### src/cpu_pkg.sv
`default_nettype none

package cpu_pkg;

	localparam int ADDR_W = 16;
	localparam int DATA_W = 8;
	localparam int NREGS = 16;
	localparam int REG_AW = $clog2(NREGS);

	// Internal scratch RAM, mirrored over the upper half of the address space
	localparam int RAM_DEPTH = 128;
	localparam int RAM_AW = $clog2(RAM_DEPTH);
	localparam int RAM_BASE_BIT = 15;

	localparam logic [DATA_W-1:0] FLASH_CMD_READ = 8'hEB; // Quad IO fast read
	localparam logic [DATA_W-1:0] FLASH_MODE = 8'hA5;
	localparam int FLASH_DUMMY_CLKS = 4;

	// Reader step numbers, counted in SCLK half-cycles after chip select drops
	localparam int FLASH_HDR_CLKS = 8; // Command, address and mode
	localparam int FLASH_OE_OFF_STEP = 2 * FLASH_HDR_CLKS;
	localparam int FLASH_HI_STEP = 2 * (FLASH_HDR_CLKS + FLASH_DUMMY_CLKS) + 1;
	localparam int FLASH_LO_STEP = FLASH_HI_STEP + 2;

	typedef enum logic [3:0] {
		IDL_LDN, INC, DEC, SBRANCH,
		LDA, STR, IO, MISC7,
		GLO, GHI, PLO, PHI,
		LBR_SKIP, SEP, SEX, MISCF
	} op_group_t;

	typedef enum logic [3:0] {
		OR, AND, XOR,
		ADD, ADC,
		SD, SDB, SM, SMB,
		SHR, SHL, RSHR, RSHL,
		PASS
	} alu_op_t;

	typedef enum logic [2:0] {
		FETCH,
		WAIT_FETCH,
		EXECUTE,
		WAIT_OPERAND,
		WAIT_LOAD,
		WAIT_STORE,
		HALTED
	} seq_state_t;

	typedef struct packed {
		logic [ADDR_W-1:0] addr;
		logic [DATA_W-1:0] wdata;
		logic write;
	} mem_req_t;

endpackage

`default_nettype wire

### src/alu_8bit.sv
`timescale 1ns/1ps
`default_nettype none

module alu_8bit import cpu_pkg::*; (
	input wire alu_op_t alu_op,
	input wire logic [DATA_W-1:0] d,
	input wire logic df,
	input wire logic [DATA_W-1:0] b,
	output logic [DATA_W-1:0] d_next,
	output logic df_next
);

	logic [DATA_W:0] sum; // Carry out in the top bit

	always_comb begin
		sum = {1'b0, d};
		d_next = d;
		df_next = df;
		case (alu_op)
			OR: d_next = d | b;
			AND: d_next = d & b;
			XOR: d_next = d ^ b;
			ADD: sum = {1'b0, d} + {1'b0, b};
			ADC: sum = {1'b0, d} + {1'b0, b} + {{DATA_W{1'b0}}, df};
			SD: sum = {1'b0, b} + {1'b0, ~d} + 1'b1; // DF set means no borrow
			SDB: sum = {1'b0, b} + {1'b0, ~d} + {{DATA_W{1'b0}}, df};
			SM: sum = {1'b0, d} + {1'b0, ~b} + 1'b1;
			SMB: sum = {1'b0, d} + {1'b0, ~b} + {{DATA_W{1'b0}}, df};
			SHR: sum = {d[0], 1'b0, d[DATA_W-1:1]};
			SHL: sum = {d, 1'b0};
			RSHR: sum = {d[0], df, d[DATA_W-1:1]};
			RSHL: sum = {d, df};
			default: ;
		endcase
		if (alu_op inside {ADD, ADC, SD, SDB, SM, SMB, SHR, SHL, RSHR, RSHL}) begin
			{df_next, d_next} = sum;
		end
	end

endmodule

`default_nettype wire

### src/cdp1802_top.sv
`timescale 1ns/1ps
`default_nettype none

module cdp1802_top import cpu_pkg::*; (
	input wire logic clk,
	input wire logic rst_n,
	input wire logic [3:0] ef_n,
	input wire logic [3:0] rom_din,
	output logic [3:0] rom_dout,
	output logic [3:0] rom_oe,
	output logic rom_cs_n,
	output logic rom_sclk,
	output logic q
);

	mem_req_t mem_req;
	logic mem_start;
	logic mem_done;
	logic [DATA_W-1:0] mem_rdata;
	alu_op_t alu_op;
	logic [DATA_W-1:0] alu_d, alu_b, alu_d_next;
	logic alu_df, alu_df_next;

	cpu_sequencer u_seq (
		.clk(clk), .rst_n(rst_n), .ef_n(ef_n),
		.mem_req(mem_req), .mem_start(mem_start),
		.mem_done(mem_done), .mem_rdata(mem_rdata),
		.alu_op(alu_op), .alu_d(alu_d), .alu_df(alu_df), .alu_b(alu_b),
		.alu_d_next(alu_d_next), .alu_df_next(alu_df_next),
		.q(q)
	);

	mem_router u_mem (
		.clk(clk), .rst_n(rst_n),
		.mem_req(mem_req), .mem_start(mem_start),
		.mem_done(mem_done), .mem_rdata(mem_rdata),
		.rom_din(rom_din), .rom_dout(rom_dout), .rom_oe(rom_oe),
		.rom_cs_n(rom_cs_n), .rom_sclk(rom_sclk)
	);

	alu_8bit u_alu (
		.alu_op(alu_op), .d(alu_d), .df(alu_df), .b(alu_b),
		.d_next(alu_d_next), .df_next(alu_df_next)
	);

endmodule

`default_nettype wire

### src/cpu_sequencer.sv
`timescale 1ns/1ps
`default_nettype none

module cpu_sequencer import cpu_pkg::*; (
	input wire logic clk,
	input wire logic rst_n,
	input wire logic [3:0] ef_n,
	output mem_req_t mem_req,
	output logic mem_start,
	input wire logic mem_done,
	input wire logic [DATA_W-1:0] mem_rdata,
	output alu_op_t alu_op,
	output logic [DATA_W-1:0] alu_d,
	output logic alu_df,
	output logic [DATA_W-1:0] alu_b,
	input wire logic [DATA_W-1:0] alu_d_next,
	input wire logic alu_df_next,
	output logic q
);

	logic [ADDR_W-1:0] regs [NREGS];
	logic [REG_AW-1:0] p, x;
	logic [DATA_W-1:0] d, b, ir;
	logic df;
	logic [3:0] ef;
	logic operand_ok; // B holds the operand of the current instruction
	seq_state_t state;

	op_group_t grp;
	logic [3:0] n;
	logic cond, take;
	logic ex_load, ex_store, ex_halt, ex_inc, ex_dec;
	logic need_b, use_alu, ex_issue;
	logic [REG_AW-1:0] ex_areg;
	alu_op_t alu_sel;

	assign grp = op_group_t'(ir[7:4]);
	assign n = ir[3:0];

	always_comb begin
		case (n[2:0])
			3'd0: cond = 1'b1;
			3'd1: cond = q;
			3'd2: cond = (d == '0);
			3'd3: cond = df;
			default: cond = ef[n[1:0]];
		endcase
		take = cond ^ n[3]; // Upper half of the group inverts
	end

	always_comb begin
		ex_load = 1'b0;
		ex_store = 1'b0;
		ex_halt = 1'b0;
		ex_inc = 1'b0;
		ex_dec = 1'b0;
		need_b = 1'b0;
		ex_areg = n;
		alu_sel = PASS;
		case (grp)
			IDL_LDN: begin
				ex_halt = (n == 4'h0);
				ex_load = (n != 4'h0);
			end
			SBRANCH: begin
				need_b = take;
				ex_areg = p;
			end
			LDA: begin
				ex_load = 1'b1;
				ex_inc = 1'b1;
			end
			STR: ex_store = 1'b1;
			MISC7: begin
				ex_areg = n[3] ? p : x;
				ex_inc = n[3] || (n == 4'h2);
				case (n)
					4'h2: ex_load = 1'b1; // LDXA
					4'h3: begin // STXD
						ex_store = 1'b1;
						ex_dec = 1'b1;
					end
					4'h4, 4'hC: alu_sel = ADC;
					4'h5, 4'hD: alu_sel = SDB;
					4'h7, 4'hF: alu_sel = SMB;
					4'h6: alu_sel = RSHR;
					4'hE: alu_sel = RSHL;
					default: ;
				endcase
				need_b = (alu_sel inside {ADC, SDB, SMB});
			end
			MISCF: begin
				ex_areg = n[3] ? p : x;
				ex_inc = n[3];
				case (n[2:0])
					3'd0: ex_load = 1'b1; // LDX, LDI
					3'd1: alu_sel = OR;
					3'd2: alu_sel = AND;
					3'd3: alu_sel = XOR;
					3'd4: alu_sel = ADD;
					3'd5: alu_sel = SD;
					3'd6: alu_sel = n[3] ? SHL : SHR;
					default: alu_sel = SM;
				endcase
				need_b = (n[2:0] != 3'd0) && (n[2:0] != 3'd6);
			end
			default: ;
		endcase
		use_alu = (alu_sel != PASS);
		ex_issue = ex_load || ex_store || (need_b && !operand_ok);
	end

	always_comb begin
		mem_req = '{addr: regs[ex_areg], wdata: d, write: ex_store};
		mem_start = 1'b0;
		if (state == FETCH) begin
			mem_req.addr = regs[p];
			mem_req.write = 1'b0;
			mem_start = 1'b1;
		end else if (state == EXECUTE) begin
			mem_start = ex_issue;
		end
	end

	assign alu_op = alu_sel;
	assign alu_d = d;
	assign alu_df = df;
	assign alu_b = b;

	always_ff @(posedge clk) begin
		ef <= ~ef_n;
		if (!rst_n) begin
			state <= FETCH;
			regs[0] <= '0;
			p <= '0;
			x <= '0;
			d <= '0;
			df <= 1'b0;
			q <= 1'b0;
			operand_ok <= 1'b0;
		end else begin
			case (state)
				FETCH: begin
					regs[p] <= regs[p] + 1'b1;
					state <= WAIT_FETCH;
				end
				WAIT_FETCH: if (mem_done) begin
					ir <= mem_rdata;
					state <= EXECUTE;
				end
				EXECUTE: if (ex_halt) begin
					state <= HALTED;
				end else if (ex_issue) begin
					if (ex_inc)
						regs[ex_areg] <= regs[ex_areg] + 1'b1;
					else if (ex_dec)
						regs[ex_areg] <= regs[ex_areg] - 1'b1;
					state <= ex_load ? WAIT_LOAD : (ex_store ? WAIT_STORE : WAIT_OPERAND);
				end else begin
					operand_ok <= 1'b0;
					state <= FETCH;
					if (use_alu) begin
						d <= alu_d_next;
						df <= alu_df_next;
					end
					case (grp)
						INC: regs[n] <= regs[n] + 1'b1;
						DEC: regs[n] <= regs[n] - 1'b1;
						SBRANCH: begin
							if (operand_ok)
								regs[p][7:0] <= b; // Target within the page
							else
								regs[p] <= regs[p] + 1'b1;
						end
						GLO: d <= regs[n][7:0];
						GHI: d <= regs[n][15:8];
						PLO: regs[n][7:0] <= d;
						PHI: regs[n][15:8] <= d;
						SEP: p <= n;
						SEX: x <= n;
						MISC7: begin
							if (n == 4'hA)
								q <= 1'b0;
							else if (n == 4'hB)
								q <= 1'b1;
						end
						default: ; // NOP and dropped opcodes
					endcase
				end
				WAIT_OPERAND: if (mem_done) begin
					b <= mem_rdata;
					operand_ok <= 1'b1;
					state <= EXECUTE;
				end
				WAIT_LOAD: if (mem_done) begin
					d <= mem_rdata;
					state <= FETCH;
				end
				WAIT_STORE: if (mem_done)
					state <= FETCH;
				default: ; // HALTED until reset
			endcase
		end
	end

	// One access in flight, a done only answers an outstanding request
	a_done_while_waiting: assert property (@(posedge clk) disable iff (!rst_n)
		mem_done |-> (state inside {WAIT_FETCH, WAIT_OPERAND, WAIT_LOAD, WAIT_STORE}));

endmodule

`default_nettype wire

### src/mem_router.sv
`timescale 1ns/1ps
`default_nettype none

module mem_router import cpu_pkg::*; (
	input wire logic clk,
	input wire logic rst_n,
	input wire mem_req_t mem_req,
	input wire logic mem_start,
	output logic mem_done,
	output logic [DATA_W-1:0] mem_rdata,
	input wire logic [3:0] rom_din,
	output logic [3:0] rom_dout,
	output logic [3:0] rom_oe,
	output logic rom_cs_n,
	output logic rom_sclk
);

	logic [DATA_W-1:0] ram [RAM_DEPTH];
	logic [DATA_W-1:0] ram_q;
	logic [RAM_AW-1:0] ram_idx;
	logic is_ram;
	logic local_done;
	logic rd_start;
	logic rd_done;
	logic [DATA_W-1:0] rd_data;

	assign is_ram = mem_req.addr[RAM_BASE_BIT];
	assign ram_idx = mem_req.addr[RAM_AW-1:0];
	assign rd_start = mem_start && !is_ram && !mem_req.write;

	always_ff @(posedge clk) begin
		if (!rst_n)
			local_done <= 1'b0;
		else
			local_done <= mem_start && (is_ram || mem_req.write); // Flash writes just finish
	end

	always_ff @(posedge clk) begin
		if (mem_start && is_ram) begin
			if (mem_req.write)
				ram[ram_idx] <= mem_req.wdata;
			ram_q <= ram[ram_idx];
		end
	end

	assign mem_done = local_done || rd_done;
	assign mem_rdata = rd_done ? rd_data : ram_q;

	qspi_rom_reader u_rom (
		.clk(clk),
		.rst_n(rst_n),
		.rd_start(rd_start),
		.rd_addr(mem_req.addr),
		.rd_done(rd_done),
		.rd_data(rd_data),
		.rom_din(rom_din),
		.rom_dout(rom_dout),
		.rom_oe(rom_oe),
		.rom_cs_n(rom_cs_n),
		.rom_sclk(rom_sclk)
	);

endmodule

`default_nettype wire

### src/qspi_rom_reader.sv
`timescale 1ns/1ps
`default_nettype none

module qspi_rom_reader import cpu_pkg::*; (
	input wire logic clk,
	input wire logic rst_n,
	input wire logic rd_start,
	input wire logic [ADDR_W-1:0] rd_addr,
	output logic rd_done,
	output logic [DATA_W-1:0] rd_data,
	input wire logic [3:0] rom_din,
	output logic [3:0] rom_dout,
	output logic [3:0] rom_oe,
	output logic rom_cs_n,
	output logic rom_sclk
);

	logic busy;
	logic [4:0] step;
	logic [ADDR_W-1:0] last_addr;
	logic [ADDR_W+11:0] shreg; // Nibbles still to send after the first
	logic [3:0] hi_nib;
	logic cont;

	// Flash still selected and streaming the next byte
	assign cont = !rom_cs_n && (rd_addr == last_addr + 1'b1);

	always_ff @(posedge clk) begin
		rd_done <= 1'b0;
		if (!rst_n) begin
			busy <= 1'b0;
			step <= '0;
			last_addr <= '0;
			rom_cs_n <= 1'b1;
			rom_sclk <= 1'b0;
			rom_oe <= 4'h0;
			rom_dout <= 4'h0;
		end else if (!busy) begin
			if (rd_start) begin
				busy <= 1'b1;
				last_addr <= rd_addr;
				if (cont) begin
					step <= 5'(FLASH_HI_STEP - 1); // Data clocks only
				end else begin
					rom_cs_n <= 1'b1;
					rom_sclk <= 1'b0;
					rom_dout <= FLASH_CMD_READ[7:4];
					rom_oe <= 4'hF;
					shreg <= {FLASH_CMD_READ[3:0], rd_addr, FLASH_MODE};
					step <= '0;
				end
			end
		end else if (step == '0) begin
			rom_cs_n <= 1'b0;
			step <= 5'd1;
		end else begin
			step <= step + 1'b1;
			if (step[0]) begin
				rom_sclk <= 1'b1;
				if (step == 5'(FLASH_HI_STEP))
					hi_nib <= rom_din;
				if (step == 5'(FLASH_LO_STEP)) begin
					rd_data <= {hi_nib, rom_din};
					rd_done <= 1'b1;
					busy <= 1'b0; // SCLK parks high for a follow-on read
				end
			end else begin
				rom_sclk <= 1'b0;
				if (step < 5'(FLASH_OE_OFF_STEP)) begin
					rom_dout <= shreg[ADDR_W+11:ADDR_W+8];
					shreg <= {shreg[ADDR_W+7:0], 4'h0};
				end else begin
					rom_oe <= 4'h0; // Dummy clocks, flash takes the bus
					rom_dout <= 4'h0;
				end
			end
		end
	end

	// Router must wait for the previous done before starting again
	a_no_start_busy: assert property (@(posedge clk) disable iff (!rst_n)
		rd_start |-> !busy);

endmodule

`default_nettype wire

### config.mk
export PLATFORM = sky130hd
export DESIGN_NAME = cdp1802_top
export DESIGN_NICKNAME = d
export VERILOG_FILES = /design/src/cpu_pkg.sv /design/src/alu_8bit.sv /design/src/cdp1802_top.sv /design/src/cpu_sequencer.sv /design/src/mem_router.sv /design/src/qspi_rom_reader.sv
export SDC_FILE = /design/constraint.sdc
export NUM_CORES = 2
export LEC_CHECK = 0
export BUFFER_PORTS_ARGS = -buffer_cell sky130_fd_sc_hd__buf_2
export CAP_MARGIN = 20
export CORE_ASPECT_RATIO = 2
export CORE_UTILIZATION = 35
export CTS_CLUSTER_SIZE = 12
export DETAILED_ROUTE_END_ITERATION = 6
export PLACE_DENSITY = 0.57
export SYNTH_ARGS = -nofsm -noshare
export SYNTH_HDL_FRONTEND = slang
export SYNTH_SLANG_ARGS = --single-unit
### constraint.sdc
create_clock -name clk -period 7.9 [get_ports clk]
set_input_delay 0.79 -clock clk [delete_from_list [all_inputs] [get_ports clk]]
set_output_delay 0.79 -clock clk [all_outputs]
set_load 0.05 [all_outputs]
==> key figures <==
Floorplanning
  • Initial Util: 0.353
  • Ports: 21
  • Die Ht: around 600 um
  • Full die area: ~0.18 sq mm
  • Chip Width: 302 um
  • Row count: ~220
  • Core area: ~0.18 sq mm

Setup path
  • Crit path kind: flip-flop to flip-flop
  • Top Family by Delay on Critical Path: simple AND/OR/NAND/NOR gates
  • Cell Chain, Critical Path: and2_1 -> a21oi_2 -> nor3_4 -> buf_4 -> mux2i_1 -> a22oi_1 -> and4_1 -> a21oi_4 -> nor3_2 -> buf_12 -> a222oi_1 -> o21ai_0 -> o21ai_0 -> a21oi_1 -> buf_4 -> nor3_1 -> o2111ai_1
  • CP max stage delay: between 800 and 900 ps
  • Worst path arrival time: between 7000 and 8000 ps
  • Required @ worst endpoint: between 8000 and 9000 ps
  • CP endpoint kind: flip-flop
  • Slowest stage cell, crit path: nor3_4
  • Worst Path Buf+Inv: 3
  • CP startpoint kind: flip-flop
  • Crit-path max FO: 35

Global routing
  • Pin count of the biggest net entering global routing: 90
  • GRT Total Usage: 0.266
  • Initial antenna violation count: 10
  • Via count of the first global-routing pass: 43700
  • First-pass GRT wire length: roughly 340 mm
  • Congestion Overflow GR: 0

Layout
  • Area growth from synthesis to layout: 13.6%
  • Commonest non-fill, non-tap cells in the layout: edfxtp_1, nor2_1, buf_4
  • Share of cells above drive strength 1: 0.180
  • NumNets Final: around 4600
  • Multi-input gate area: approximately 0.020 sq mm
  • Fillers: around 16000
  • Register area: about 0.042 sq mm
  • Commonest non-fill, non-tap cell in the layout: edfxtp_1
  • Cell Count, Final, Fillers Out: 6920
  • Final instance area: slightly above 0.07 sq mm

Clocking
  • CTS-repair resized insts: 0
  • Clock tree sinks: approximately 1400
  • Setup Buffers After CTS: 0
  • CTS buffer count: 146
  • Hold-fix buffers, CTS: 0
  • CTS H-tree lvls: 4
  • Worst skew pair latency: about 820 ps
  • Clk root buf: clkbuf_16
  • Clock Tree Buf Depth: 4
  • CTS tree: done
  • CTS clock-pin slew for the worst setup and hold paths: roughly 70 ps

Placement
  • Post-detail-place hpwl: 169 mm
  • Placed cell area: approximately 0.067 sq mm
  • Placed instance count: 6710
  • Port bufs: 20
  • RD Place Congestion: 0.978

Power
  • Comb pwr share: 0.131
  • Net switching power: ~4400 uW
  • Switching share of total power: 0.266
  • Sequential share of power: 0.490
  • Peak supply drop: around 170 uV
  • Power Density: between 200 and 250 mW/mm^2
  • Internal Power: 12300 uW
  • Pleak: ~0.023 uW
  • Clock Power Share: 0.378

Yosys
  • Mapped cell area: roughly 0.063 sq mm
  • Register area share after synthesis: 0.661
  • Cells after synthesis: roughly 4300
  • Syn Area/Cell: between 10 and 15 sq um
  • Synth Flop Type: edfxtp_1
  • EDFF count, synth: around 1300
  • Cell variety after synth: 102
  • Synth Register Bits: roughly 1400
  • Asr flop ratio synth: 0
  • Yosys warning total: 0
  • Synth Net Count: roughly 4400

Timing
  • Final Max Slew Viols: 0
  • Fin crit share: 0.893
  • Tightest Pin Transition: between 1000 and 1500 ps
  • RSZ-0062 raised after global routing: false
  • Hold WS: between 150 and 200 ps
  • Fmax: between 0.1 and 0.15 GHz
  • Final Hold Fails: 0
  • Setup TNS: 0 ps
  • Skew final: ~60 ps
  • Min Tclk post-route: 7050 ps
  • # setup viols final: 0
  • Slew headroom: 0.208

Drt
  • Routed vias: between 40000 and 50000
  • Total Wirelength: about 240 mm
  • TritonRoute pass-1 iters: 7
  • Starting DRC count in detailed routing: a little over 5000
  • Residual DRC count: 24
  • Vias per cell: around 6.2
  • Antenna Nets Post-Route: 0
  • Detail-routed net length per standard cell: between 30 and 40 um

Run status
  • Failing checks: design-rule violations
  • Status: finished with violations

Min path
  • Min-delay worst type: input pin to flip-flop

Job
  • Max_cap viols: 0
==> metal layers <==
metal | vias up | global-route usage | wire (um)
met5 | - | 0 | 11
met4 | 2 | 0.250 | 28100
met3 | 926 | 0.0369 | 14900
met2 | 2413 | 0.481 | 127000
met1 | 22000 | 0.254 | 73000
li1 | 17800 | - | -
==> cells by family after synthesis <==
group / share of synthesized area
compound gates: 0.129
xor+xnor: 0.0144
fa+ha+maj: 0.0123
buf+inv: 0.0257
flops: 0.661
mux: 0.0821
simple gates: 0.0755
==> path summary, 6_finish.rpt <==
kind                               from  slack (ps)                     end  depth (start not counted)
setup / recovery            u_seq.ir[4]         850          u_mem.ram_q[0]                         17
hold / removal                  ef_n[2]         160             u_seq.ef[2]                          2
setup reg to reg            u_seq.ir[4]         850          u_mem.ram_q[0]                         17
hold reg to reg   u_mem.u_rom.hi_nib[2]         420  u_mem.u_rom.rd_data[6]                          0
==> Yosys cell counts, drive strengths merged (86+ instances only) <==
cell / count / area share
a21oi: 168 / 0.013
a221oi: 93 / 0.013
a22o: 86 / 0.012
a22oi: 210 / 0.025
a31oi: 94 / 0.0095
buf: 163 / 0.014
clkbuf: 144 / 0.0086
edfxtp: 1339 / 0.64
mux4: 184 / 0.066
nand2: 327 / 0.020
nor2: 342 / 0.021
o21ai: 90 / 0.0072
==> layout make-up <==
type | count | area share
Sequential cell | 1404 | 0.582
Multi-Input combinational cell | 2572 | 0.278
Clock buffer | 186 | 0.0549
Tap cell | 2320 | 0.0407
Timing Repair Buffer | 363 | 0.0394
Inverter | 56 | 0.00294
Clock inverter | 11 | 0.00145
Antenna cell | 8 | 0.000280
==> power by group through the flow <==
stage	clock, uW	combinational [uW]	sequential, uW
2_1_floorplan	0	1110	8330
3_3_place_gp	0	2120	8340
3_5_place_dp	0	2130	8340
4_1_cts	6370	2140	8180
5_1_grt	6580	2230	8190
6_report	6320	2190	8190
==> worst register-to-register path, stage by stage (launching register included) <==
cell and delay [ps]:
edfxtp_1 570, and2_1 580, a21oi_2 230, nor3_4 850, buf_4 490, mux2i_1 260
a22oi_1 130, and4_1 310, a21oi_4 450, nor3_2 130, buf_12 210, a222oi_1 620
o21ai_0 310, o21ai_0 340, a21oi_1 140, buf_4 180, nor3_1 750, o2111ai_1 200
==> per-stage QoR <==
step	utilization	power, uW	setup slack (ps)
floorplan	-	9440	2070
finish	0.401	16700	847
global placement	0.378	10500	963
CTS	0.400	16700	1070
global route	0.401	17000	569
detailed placement	0.378	10500	1090
==> flip-flops by register name (all words and copies together) (netlist names), 3 cells and up, named ones only <==
name and cells:
u_seq.ef 4, u_seq.alu_b 8, u_mem.u_rom.hi_nib 4, u_seq.x 4, u_seq.state 3, u_mem.ram_q 8
u_seq.p 4, u_mem.u_rom.last_addr 16, u_mem.u_rom.shreg 23, u_seq.ir 8, u_mem.u_rom.step 5, u_seq.alu_d 8
u_mem.u_rom.rom_dout 4, u_mem.u_rom.rd_data 8, u_seq.regs 256, u_mem.ram 1024
Note: power is estimated with default switching activity, not from simulation.
